<file path="config.mk">
export PLATFORM = sky130hd
export DESIGN_NAME = sonata_lite_top
export DESIGN_NICKNAME = d
export VERILOG_FILES = /design/src/source/sonata_lite_pkg.sv /design/src/source/bus_fabric.sv /design/src/source/gpio_regs.sv /design/src/source/sonata_lite_top.sv /design/src/source/timer_regs.sv
export SDC_FILE = /design/constraint.sdc
export NUM_CORES = 1
export LEC_CHECK = 0
export ABC_AREA = 1
export BUFFER_PORTS_ARGS = -buffer_cell sky130_fd_sc_hd__buf_2
export CORE_MARGIN = 2
export CORE_UTILIZATION = 55
export DETAILED_ROUTE_END_ITERATION = 8
export PLACE_DENSITY = 0.88
export SLEW_MARGIN = 0
export SYNTH_ARGS = -nofsm -noshare
export SYNTH_HDL_FRONTEND = slang
export SYNTH_SLANG_ARGS = --single-unit
</file>
<file path="constraint.sdc">
create_clock -name clk_sys_i -period 7.55 [get_ports clk_sys_i]
set_input_delay 0.3775 -clock clk_sys_i [delete_from_list [all_inputs] [get_ports clk_sys_i]]
set_output_delay 0.3775 -clock clk_sys_i [all_outputs]
set_load 0.005 [all_outputs]
</file>
<file path="src/source/sonata_lite_pkg.sv">
`default_nettype none

package sonata_lite_pkg;

  //////////////////////////////////////////////////
  // Bus and pin widths.
  //////////////////////////////////////////////////

  localparam int unsigned BusAddrWidth  = 32;
  localparam int unsigned BusDataWidth  = 32;
  localparam int unsigned BusByteEnable = 4;
  localparam int unsigned RegAddrWidth  = 8;
  localparam int unsigned GpiWidth      = 13;
  localparam int unsigned GpoWidth      = 24;

  typedef logic [BusAddrWidth-1:0]  bus_addr_t;
  typedef logic [BusDataWidth-1:0]  bus_data_t;
  typedef logic [BusByteEnable-1:0] bus_be_t;
  typedef logic [RegAddrWidth-1:0]  reg_addr_t;
  typedef logic [GpiWidth-1:0]      gpi_t;
  typedef logic [GpoWidth-1:0]      gpo_t;

  //////////////////////////////////////////////////
  // Address map and register offsets.
  //////////////////////////////////////////////////

  // A region matches on the address bits outside the mask.
  localparam bus_addr_t GpioBase   = 32'h8000_0000;
  localparam bus_addr_t TimerBase  = 32'h8004_0000;
  localparam bus_addr_t DeviceMask = 32'h0000_FFFF;

  localparam reg_addr_t GpioOutOffset   = 8'h00;
  localparam reg_addr_t GpioInOffset    = 8'h04;
  localparam reg_addr_t TimerTimeOffset = 8'h00;
  localparam reg_addr_t TimerCmpOffset  = 8'h04;

  // Host handshake state of the fabric.
  typedef enum logic [1:0] {
    FabricIdle,
    FabricAccess,
    FabricAck
  } fabric_state_e;

  // Merge write data into a register, one byte lane per enable bit.
  function automatic bus_data_t apply_be(bus_data_t old_val, bus_data_t new_val, bus_be_t be);
    bus_data_t result;
    result = old_val;
    for (int i = 0; i < BusByteEnable; i++) begin
      if (be[i]) begin
        result[i*8 +: 8] = new_val[i*8 +: 8];
      end
    end
    return result;
  endfunction

endpackage

`default_nettype wire

</file>
<file path="src/source/bus_fabric.sv">
`timescale 1ns/1ns
`default_nettype none

module bus_fabric import sonata_lite_pkg::*; (
  input  wire            clk_sys_i,
  input  wire            arst_n_i,

  // Host port, four-phase req/ack.
  input  wire            req_i,
  input  wire bus_addr_t addr_i,
  input  wire            we_i,
  input  wire bus_be_t   be_i,
  input  wire bus_data_t wdata_i,
  output logic           ack_o,
  output bus_data_t      rdata_o,
  output logic           err_o,

  // Device side.
  output logic           gpio_req_o,
  output logic           timer_req_o,
  output reg_addr_t      reg_addr_o,
  output logic           we_o,
  output bus_be_t        be_o,
  output bus_data_t      wdata_o,
  input  wire            gpio_rvalid_i,
  input  wire bus_data_t gpio_rdata_i,
  input  wire            gpio_err_i,
  input  wire            timer_rvalid_i,
  input  wire bus_data_t timer_rdata_i,
  input  wire            timer_err_i
);

  fabric_state_e state_q;
  fabric_state_e state_d;

  // Request as latched from the host.
  bus_addr_t addr_q;
  logic      we_q;
  bus_be_t   be_q;
  bus_data_t wdata_q;

  logic      decoded_q;
  logic      strobe_q;
  logic      rsp_due_q;
  logic      sel_gpio_q;
  logic      sel_timer_q;
  logic      gpio_hit;
  logic      timer_hit;

  logic      rsp_ready;
  logic      rsp_take;
  bus_data_t rsp_rdata;
  logic      rsp_err;
  bus_data_t rdata_q;
  logic      err_q;

  assign gpio_hit  = (addr_q & ~DeviceMask) == GpioBase;
  assign timer_hit = (addr_q & ~DeviceMask) == TimerBase;

  //////////////////////////////////////////////////
  // Handshake FSM.
  //////////////////////////////////////////////////

  assign rsp_take = (state_q == FabricAccess) && decoded_q && rsp_ready;

  always_comb begin
    state_d = state_q;
    unique case (state_q)
      FabricIdle: begin
        if (req_i) begin
          state_d = FabricAccess;
        end
      end
      FabricAccess: begin
        if (rsp_take) begin
          state_d = FabricAck;
        end
      end
      FabricAck: begin
        if (!req_i) begin
          state_d = FabricIdle;
        end
      end
      default: state_d = FabricIdle;
    endcase
  end

  // First ACCESS cycle decodes, the strobe goes out the cycle after.
  always_ff @(posedge clk_sys_i or negedge arst_n_i) begin
    if (!arst_n_i) begin
      state_q     <= FabricIdle;
      decoded_q   <= 1'b0;
      strobe_q    <= 1'b0;
      rsp_due_q   <= 1'b0;
      sel_gpio_q  <= 1'b0;
      sel_timer_q <= 1'b0;
      err_q       <= 1'b0;
    end else begin
      state_q   <= state_d;
      strobe_q  <= 1'b0;
      rsp_due_q <= strobe_q;
      if (state_q == FabricIdle) begin
        decoded_q <= 1'b0;
      end else if (state_q == FabricAccess && !decoded_q) begin
        decoded_q   <= 1'b1;
        strobe_q    <= 1'b1;
        sel_gpio_q  <= gpio_hit;
        sel_timer_q <= timer_hit;
      end
      if (rsp_take) begin
        err_q <= rsp_err;
      end
    end
  end

  always_ff @(posedge clk_sys_i) begin
    if (state_q == FabricIdle && req_i) begin
      addr_q  <= addr_i;
      we_q    <= we_i;
      be_q    <= be_i;
      wdata_q <= wdata_i;
    end
    if (rsp_take) begin
      rdata_q <= rsp_rdata;
    end
  end

  //////////////////////////////////////////////////
  // Response combiner.
  //////////////////////////////////////////////////

  // Unmapped addresses answer one cycle after the would-be strobe.
  always_comb begin
    rsp_ready = 1'b0;
    rsp_rdata = '0;
    rsp_err   = 1'b0;
    if (sel_gpio_q) begin
      rsp_ready = gpio_rvalid_i;
      rsp_rdata = gpio_rdata_i;
      rsp_err   = gpio_err_i;
    end else if (sel_timer_q) begin
      rsp_ready = timer_rvalid_i;
      rsp_rdata = timer_rdata_i;
      rsp_err   = timer_err_i;
    end else begin
      rsp_ready = rsp_due_q;
      rsp_err   = 1'b1;
    end
  end

  assign ack_o       = (state_q == FabricAck);
  assign rdata_o     = rdata_q;
  assign err_o       = err_q;
  assign gpio_req_o  = strobe_q & sel_gpio_q;
  assign timer_req_o = strobe_q & sel_timer_q;
  assign reg_addr_o  = addr_q[RegAddrWidth-1:0];
  assign we_o        = we_q;
  assign be_o        = be_q;
  assign wdata_o     = wdata_q;

endmodule

`default_nettype wire

</file>
<file path="src/source/gpio_regs.sv">
`timescale 1ns/1ns
`default_nettype none

module gpio_regs import sonata_lite_pkg::*; (
  input  wire            clk_sys_i,
  input  wire            arst_n_i,

  input  wire            req_i,
  input  wire reg_addr_t reg_addr_i,
  input  wire            we_i,
  input  wire bus_be_t   be_i,
  input  wire bus_data_t wdata_i,
  output logic           rvalid_o,
  output bus_data_t      rdata_o,
  output logic           err_o,

  input  wire gpi_t      gp_i,
  output gpo_t           gp_o
);

  gpo_t      gp_q;
  gpi_t      gpi_sync1_q;
  gpi_t      gpi_sync2_q;
  logic      rvalid_q;
  logic      err_q;
  bus_data_t rdata_q;
  bus_data_t gpo_merged;
  logic      out_sel;
  logic      in_sel;

  assign out_sel    = (reg_addr_i == GpioOutOffset);
  assign in_sel     = (reg_addr_i == GpioInOffset);
  assign gpo_merged = apply_be(bus_data_t'(gp_q), wdata_i, be_i);

  // Inputs are asynchronous to the system clock.
  always_ff @(posedge clk_sys_i or negedge arst_n_i) begin
    if (!arst_n_i) begin
      gpi_sync1_q <= '0;
      gpi_sync2_q <= '0;
    end else begin
      gpi_sync1_q <= gp_i;
      gpi_sync2_q <= gpi_sync1_q;
    end
  end

  // Input register is read only.
  always_ff @(posedge clk_sys_i or negedge arst_n_i) begin
    if (!arst_n_i) begin
      gp_q     <= '0;
      rvalid_q <= 1'b0;
      err_q    <= 1'b0;
    end else begin
      rvalid_q <= req_i;
      err_q    <= req_i & ~(out_sel | (in_sel & ~we_i));
      if (req_i && we_i && out_sel) begin
        gp_q <= gpo_t'(gpo_merged);
      end
    end
  end

  // Writes and errors read back zero.
  always_ff @(posedge clk_sys_i) begin
    if (req_i) begin
      rdata_q <= '0;
      if (!we_i && out_sel) begin
        rdata_q <= bus_data_t'(gp_q);
      end else if (!we_i && in_sel) begin
        rdata_q <= bus_data_t'(gpi_sync2_q);
      end
    end
  end

  assign rvalid_o = rvalid_q;
  assign rdata_o  = rdata_q;
  assign err_o    = err_q;
  assign gp_o     = gp_q;

endmodule

`default_nettype wire

</file>
<file path="src/source/sonata_lite_top.sv">
`timescale 1ns/1ns
`default_nettype none

module sonata_lite_top import sonata_lite_pkg::*; (
  input  wire            clk_sys_i,
  input  wire            arst_n_i,

  // Host port.
  input  wire            req_i,
  input  wire bus_addr_t addr_i,
  input  wire            we_i,
  input  wire bus_be_t   be_i,
  input  wire bus_data_t wdata_i,
  output logic           ack_o,
  output bus_data_t      rdata_o,
  output logic           err_o,

  // Pins and interrupt.
  input  wire gpi_t      gp_i,
  output gpo_t           gp_o,
  output logic           timer_irq_o
);

  // Shared register bus.
  reg_addr_t reg_addr;
  logic      reg_we;
  bus_be_t   reg_be;
  bus_data_t reg_wdata;

  // Per device strobes and replies.
  logic      gpio_req;
  logic      gpio_rvalid;
  bus_data_t gpio_rdata;
  logic      gpio_err;
  logic      timer_req;
  logic      timer_rvalid;
  bus_data_t timer_rdata;
  logic      timer_err;

  bus_fabric u_bus_fabric (
    .clk_sys_i     (clk_sys_i),
    .arst_n_i      (arst_n_i),
    .req_i         (req_i),
    .addr_i        (addr_i),
    .we_i          (we_i),
    .be_i          (be_i),
    .wdata_i       (wdata_i),
    .ack_o         (ack_o),
    .rdata_o       (rdata_o),
    .err_o         (err_o),
    .gpio_req_o    (gpio_req),
    .timer_req_o   (timer_req),
    .reg_addr_o    (reg_addr),
    .we_o          (reg_we),
    .be_o          (reg_be),
    .wdata_o       (reg_wdata),
    .gpio_rvalid_i (gpio_rvalid),
    .gpio_rdata_i  (gpio_rdata),
    .gpio_err_i    (gpio_err),
    .timer_rvalid_i(timer_rvalid),
    .timer_rdata_i (timer_rdata),
    .timer_err_i   (timer_err)
  );

  gpio_regs u_gpio (
    .clk_sys_i (clk_sys_i),
    .arst_n_i  (arst_n_i),
    .req_i     (gpio_req),
    .reg_addr_i(reg_addr),
    .we_i      (reg_we),
    .be_i      (reg_be),
    .wdata_i   (reg_wdata),
    .rvalid_o  (gpio_rvalid),
    .rdata_o   (gpio_rdata),
    .err_o     (gpio_err),
    .gp_i      (gp_i),
    .gp_o      (gp_o)
  );

  timer_regs u_timer (
    .clk_sys_i  (clk_sys_i),
    .arst_n_i   (arst_n_i),
    .req_i      (timer_req),
    .reg_addr_i (reg_addr),
    .we_i       (reg_we),
    .be_i       (reg_be),
    .wdata_i    (reg_wdata),
    .rvalid_o   (timer_rvalid),
    .rdata_o    (timer_rdata),
    .err_o      (timer_err),
    .timer_irq_o(timer_irq_o)
  );

endmodule

`default_nettype wire

</file>
<file path="src/source/timer_regs.sv">
`timescale 1ns/1ns
`default_nettype none

module timer_regs import sonata_lite_pkg::*; (
  input  wire            clk_sys_i,
  input  wire            arst_n_i,

  input  wire            req_i,
  input  wire reg_addr_t reg_addr_i,
  input  wire            we_i,
  input  wire bus_be_t   be_i,
  input  wire bus_data_t wdata_i,
  output logic           rvalid_o,
  output bus_data_t      rdata_o,
  output logic           err_o,

  output logic           timer_irq_o
);

  bus_data_t time_q;
  bus_data_t cmp_q;
  bus_data_t rdata_q;
  logic      rvalid_q;
  logic      err_q;
  logic      irq_q;

  logic      time_sel;
  logic      cmp_sel;
  logic      time_wr;
  logic      cmp_wr;

  //////////////////////////////////////////////////
  // Register decode.
  //////////////////////////////////////////////////

  assign time_sel = (reg_addr_i == TimerTimeOffset);
  assign cmp_sel  = (reg_addr_i == TimerCmpOffset);
  assign time_wr  = req_i & we_i & time_sel;
  assign cmp_wr   = req_i & we_i & cmp_sel;

  //////////////////////////////////////////////////
  // Counter, compare and interrupt.
  //////////////////////////////////////////////////

  // Compare starts at all ones, so no interrupt out of reset.
  always_ff @(posedge clk_sys_i or negedge arst_n_i) begin
    if (!arst_n_i) begin
      time_q   <= '0;
      cmp_q    <= '1;
      irq_q    <= 1'b0;
      rvalid_q <= 1'b0;
      err_q    <= 1'b0;
    end else begin
      rvalid_q <= req_i;
      err_q    <= req_i & ~(time_sel | cmp_sel);

      // A write replaces the increment for that cycle.
      if (time_wr) begin
        time_q <= apply_be(time_q, wdata_i, be_i);
      end else begin
        time_q <= time_q + 1'b1;
      end

      if (cmp_wr) begin
        cmp_q <= apply_be(cmp_q, wdata_i, be_i);
      end

      irq_q <= (time_q >= cmp_q);
    end
  end

  // Reads return the value before this cycle's update.
  always_ff @(posedge clk_sys_i) begin
    if (req_i) begin
      rdata_q <= '0;
      if (!we_i && time_sel) begin
        rdata_q <= time_q;
      end else if (!we_i && cmp_sel) begin
        rdata_q <= cmp_q;
      end
    end
  end

  assign rvalid_o    = rvalid_q;
  assign rdata_o     = rdata_q;
  assign err_o       = err_q;
  assign timer_irq_o = irq_q;

endmodule

`default_nettype wire

</file>
=== Yosys cells after proc, flatten, opt, wreduce, memory -nomap -nowiden ===
Cells that the tools add are included.

* Logic and storage cells: 106
* Memories: 0
* Input port bits: 85
* Memory bits (read-only): 0
* Memory bits (writable): 0
* Bits in registers: 292
* Latch bits: 0
* Output and inout port bits: 59

* $lt $le $gt $ge: 1
* Multipliers: 0
* Equality and inequality tests: 12
* Div/mod/pow operators: 0
* Add/subtract/negate cells: 1
* Muxes and demuxes: 23
* Shifts and indexed selects: 0
* Bitwise logic cells: 14
* Reductions and logical operators: 22

{| class="wikitable"
|+ Operator list
! cell !! number
|-
| 32-bit 2-to-1 mux || 5
|-
| 32-bit by 1-bit adder with 32-bit output (second input constant) || 1
|-
| 16-bit equality test (second input constant) || 2
|-
| 32-bit greater-or-equal comparator || 1
|-
| 8-bit 2-to-1 mux || 4
|-
| 24-bit 2-to-1 mux || 1
|-
| 2-bit AND reduction || 8
|-
| 13-bit 2-to-1 mux || 1
|-
| 2-bit inequality test (second input constant) || 6
|-
| 1-bit AND || 8
|-
| 8-bit by 3-bit equality test with 1-bit output (second input constant) || 1
|-
| 1-bit logical AND || 8
|-
| 8-bit zero test || 1
|-
| 1-bit 2-to-1 mux || 8
|-
| 2-bit 2-to-1 mux || 3
|-
| 2-bit one-hot mux with 3 select lines || 1
|-
| 1-bit inverter || 4
|-
| 3-bit AND reduction || 1
|-
| 2-bit by 1-bit equality test with 1-bit output (second input constant) || 1
|-
| 2-bit equality test (second input constant) || 1
|-
| 1-bit zero test || 2
|-
| 2-bit zero test || 1
|-
| 2-bit by 1-bit inequality test with 1-bit output (second input constant) || 1
|-
| 1-bit OR || 2
|-
| 2-bit nonzero test || 1
|}

=== Depth between registers and ports, before layout ===
* Depth after elaboration: 5
* Depth in mapped cells: 13
* Depth with buffers taken out: 13

=== Hierarchy ===
Synthesis repeated with hierarchy kept, for this count alone.

* Cell total of the unflattened synthesis: 1,292
* Area total of the unflattened synthesis: 12,602.1 um^2

{| class="wikitable"
|+ By module, submodules not included
! module !! cells each !! instances !! seq. area each (um^2) !! area each (um^2)
|-
| timer_regs || 766 || 1 || 2,677.6 || 5,923.2
|-
| bus_fabric || 275 || 1 || 2,992.9 || 3,773.6
|-
| gpio_regs || 251 || 1 || 2,021.9 || 2,905.3
|}

=== Worst setup path before layout ===
No wires, ideal clock.

* Path kind: reg-to-reg
* Start point: reg u_bus_fabric.state_q[1]
* End point: reg u_bus_fabric.addr_q[0] (enable)
* Data required time: 7.069 ns
* Setup time: 0.481 ns
* Setup slack: 4.012 ns
* Arrival: 3.057 ns
* Cell stages (with the launch flop): 4
* Path through: dfrtp_1 -> inv_1 -> nand2_1 -> nor2_1

* Longest elaborated chain between the ends: 2

{| class="wikitable"
|+ RTL lines
! what !! line !! RTL
|-
| start, declared || bus_fabric.sv:33 || <nowiki>fabric_state_e state_q;</nowiki>
|-
| start signal, assigned || bus_fabric.sv:91 || <nowiki>state_q <= FabricIdle;</nowiki>
|-
| start signal, assigned || bus_fabric.sv:99 || <nowiki>state_q <= state_d;</nowiki>
|-
| 2-bit zero test || bus_fabric.sv:117 || <nowiki>if (state_q == FabricIdle && req_i) begin</nowiki>
|-
| 1-bit logical AND || bus_fabric.sv:117 ||
|-
| end signal, assigned || bus_fabric.sv:118 || <nowiki>addr_q <= addr_i;</nowiki>
|-
| end, declared || bus_fabric.sv:37 || <nowiki>bus_addr_t addr_q;</nowiki>
|}

No other way between the ends.
A chain may end at the register's enable or synchronous reset.

=== Final worst setup path ===
* Start point: reg u_bus_fabric.sel_timer_q
* End point: reg u_timer.time_q[10]

* Longest elaborated chain between the ends: 4

{| class="wikitable"
|+ RTL lines
! what !! line !! RTL
|-
| start, declared || bus_fabric.sv:46 || <nowiki>logic sel_timer_q;</nowiki>
|-
| start signal, assigned || bus_fabric.sv:108 || <nowiki>sel_timer_q <= timer_hit;</nowiki>
|-
| 1-bit AND * || bus_fabric.sv:155 || <nowiki>assign timer_req_o = strobe_q & sel_timer_q;</nowiki>
|-
| 1-bit AND * (2 in series) || timer_regs.sv:38 || <nowiki>assign time_wr = req_i & we_i & time_sel;</nowiki>
|-
| 2-bit inequality test (no line) / 32-bit 2-to-1 mux (equally long branches) || n/a ||
|-
| end signal, assigned || timer_regs.sv:59 || <nowiki>time_q <= apply_be(time_q, wdata_i, be_i);</nowiki>
|-
| end signal, assigned || timer_regs.sv:61 || <nowiki>time_q <= time_q + 1'b1;</nowiki>
|-
| end, declared || timer_regs.sv:20 || <nowiki>bus_data_t time_q;</nowiki>
|}

Mark *: on every way between the ends. The rest lies on a longest branch, timed or not.

==> summary.txt <==
Status
  – Outcome: finished clean

Synthesis
  – Asr flop ratio synth: 46.0%
  – Mapped Area: 12,400 um^2
  – Post-synthesis sequential area ratio: 62.1%
  – Post-Syn Nets: 1,339
  – Syn Inst Count: 1,221
  – Library cells used by synthesis: 38
  – Synth top area share: 36.1%
  – Yosys reg bits: 276
  – Syn Area/Cell: 10.1 um^2
  – Synth area leaders: edfxtp_1 (36%), dfrtp_1 (19%), nand2_1 (9.5%)
  – Top_reg_cell synth: edfxtp_1
  – Synth area leader: edfxtp_1
  – Yosys warns: 0
  – Post-synth EDFFs: 149

Drt
  – Initial DRC count: 1,077
  – Via density: 5.48
  – Drt wl/cell: 17.2 um
  – Number of remaining DRC errors: 0
  – Post-Route WL: 29,200 um
  – Total number of vias: 9,285
  – Final ANT Viol Nets: 0
  – Pre-antenna DRT Iters: 6

STA
  – Clock period minus worst slack: 2.80 ns
  – Final Hold Viols: 0
  – Worst clock skew: 0.0167 ns
  – Final period util: 37.1%
  – Relative slew slack: 30.1%
  – Peak Freq: 357 MHz
  – RSZ-0062 raised after global routing: false
  – Final setup violation count: 0
  – Least-Margin Pin Slew: 1.05 ns
  – Sum Neg Setup Slack: 0 ns
  – Final Max Slew Viols: 0

Clock tree
  – Clk_lat worst skew: 0.54 ns
  – CTS tree: yes
  – Clock Tree Buf Depth: 3
  – CTS Sinks: 276
  – CTS Root Cell: clkbuf_16
  – Reg clk slew, reported paths: 0.06 ns
  – Clock buffer count from CTS: 28
  – Cts repair resizes: 0
  – H-tree levels: 1

Global route
  – First-pass GRT wire length: 47,300 um
  – Antenna violations before repair: 0
  – Vias in the first global route: 9,098
  – Pin count of the biggest net entering global routing: 73
  – GRT Total Usage: 24.9%
  – Overflow after GRT: 0

Critical path
  – CP cell instances: nand2_1 > nor2_4 > buf_4 > nand2_8 > nor2_4 > nand2_1 > nand2_1
  – Critical path arrival: 3.27 ns
  – WS Path Type: flop to flop
  – CP max stage delay: 0.97 ns
  – Worst Setup Start Kind: flop
  – Crit-path max FO: 37
  – Slowest cell on the critical path: dfrtp_1
  – Most frequent CP cell: nand2_1
  – Crit end category: flop
  – CP required: 8.02 ns

Power and ir drop
  – Leakage: 0.00618 uW
  – Power Dens Cells: 229 nW/um^2
  – Peak VDD IR: 0.161 mV
  – Overall Power: 3320 uW

Final layout
  – Fill cells: 1,583
  – Final net count: 1,510
  – Synth-to-Final Area Change: 17.1%
  – Share of layout cells above drive strength 1: 18.7%
  – Post-Layout Inst Area: 14,500 um^2
  – Antenna cells: 0

Job
  – Max cap viols: 0

Worst hold path
  – Hold WC Path Type: primary input to flop

Placement
  – RD Place Congestion: 0.987
  – Placed inst area: 13,200 um^2
  – Detail Placement HPWL: 19,300 um
  – # port buffers: 135

Die
  – Die width: 154 um
  – Die Y: 154 um
  – Core area: 22,000 um^2
  – Area of the die: 23,700 um^2
  – Effective utilization at floorplan: 56.4%
  – # IOs: 144
  – Num rows: 54
## layer usage
layer / up-vias / GRT usage (%) / wire length (um)
li1: 4412 / - / -
met1: 4336 / 33.9 / 11800
met2: 481 / 40.8 / 13900
met3: 56 / 4.45 / 2790
met4: 0 / 8.28 / 723
met5: - / 0 / 0
## final cells by class
type                            count  area, um^2  share of cell area, %
Inverter                          141         529                   3.65
Multi-Input combinational cell    763        3940                   27.2
Timing Repair Buffer              182        1130                   7.78
Clock inverter                     17        83.8                  0.578
Tap cell                          280         350                   2.42
Clock buffer                       35         779                   5.38
Sequential cell                   276        7690                   53.0
## cell families after synthesis
group / share of synthesized area (%)
adders and majority gates: 3.34
DFF: 62.1
and+or+nand+nor: 19.4
buffers and inverters: 6.13
AOI/OAI and AO/OA: 8.19
xor gates and xnor gates: 0.849
## Yosys cell counts (all sizes together), types with 2 or more instances
cell type,n
or2,2
clkbuf,15
o21a,2
nor4,4
a21oi,29
nand3,114
o21ai,111
xor2,7
edfxtp,149
xnor2,5
dfrtp,95
nor2,89
dfstp,32
ha,33
buf,26
nand4,5
nand2,318
o22ai,2
o211ai,25
o31ai,8
inv,141
nor3,5
## critical path: cells and delay by family (launching register included)
family,cells,cell delay [ns]
buffers and inverters,1,0.43
DFF,1,0.97
and+or+nand+nor,6,1.29
## what timing repair did
item	in CTS	in global routing
buffers inserted	0	0
hold endpoints to repair	43	0
hold buffers	39	0
## cell usage in the layout, fill, tap and decap left out, types with 3 or more instances in the layout
master         netlist  routed
edfxtp_1           149     149
a21oi_2              4       4
nand3_1             97      97
clkbuf_16            0      30
dfstp_2             32      32
nand4_1              5       5
nor2_1              79      77
ha_1                33      33
buf_2               13     134
dlygate4sd3_1        0      39
inv_2                4       4
o31ai_1              8       8
clkbuf_1            15       4
nor4_1               4       4
nand2_1            314     314
nand2_2              3       3
o21ai_0             88      88
dfrtp_1             95      95
a21oi_1             25      25
nor3_1               3       3
o211ai_1            25      25
clkinv_1             0       4
clkinv_2             0      12
inv_1              137     137
nor2_4               8       9
xor2_1               7       7
xnor2_1              5       5
buf_4                6       9
nand3_2             17      17
nor2_2               2       3
o21ai_1             23      23
## sequential cells by signal, summed over array words and instances (netlist names), 2 cells and up
signal                flops
u_bus_fabric.rdata_o     32
u_bus_fabric.wdata_o     32
u_timer.cmp_q            32
u_timer.rdata_o          32
u_timer.time_q           32
u_bus_fabric.addr_q      24
u_gpio.gp_o              24
u_gpio.rdata_o           24
u_gpio.gpi_sync1_q       13
u_gpio.gpi_sync2_q       13
u_bus_fabric.be_o         4
u_bus_fabric.state_q      2
## final timing paths
kind,startpoint,end,slack [ns],cells after the start
min in group asynchronous,arst_n_i,u_gpio.gpi_sync1_q[7],0.53,2
hold / removal,be_i[3],u_bus_fabric.be_o[3],0.02,1
hold reg to reg,u_gpio.gpi_sync1_q[4],u_gpio.gpi_sync2_q[4],0.35,0
max in group asynchronous,arst_n_i,u_bus_fabric.state_q[0],5.73,3
setup reg to reg,u_bus_fabric.sel_timer_q,u_timer.time_q[10],4.75,7
setup / recovery,u_bus_fabric.sel_timer_q,u_timer.time_q[10],4.75,7
## stage by stage
stage	instances	hold slack (ns)	utilization (%)	setup slack, ns
floorplan	1221	0.0819	-	4.01
global placement	1603	0.335	60.3	4.95
detailed placement	1603	0.336	60.3	4.84
CTS	1694	0.000252	66.0	4.79
global route	1694	0.00382	66.0	4.55
finish	1694	0.0171	66.0	4.75
## power breakdown
part / total, uW / switching (uW) / leakage (uW) / internal, uW
clock network: 1300 / 567 / 0.000439 / 730
registers: 1780 / 52.9 / 0.00289 / 1730
logic: 243 / 170 / 0.00285 / 72.7
total: 3320 / 790 / 0.00618 / 2530
(Power assumes the default switching activity.)
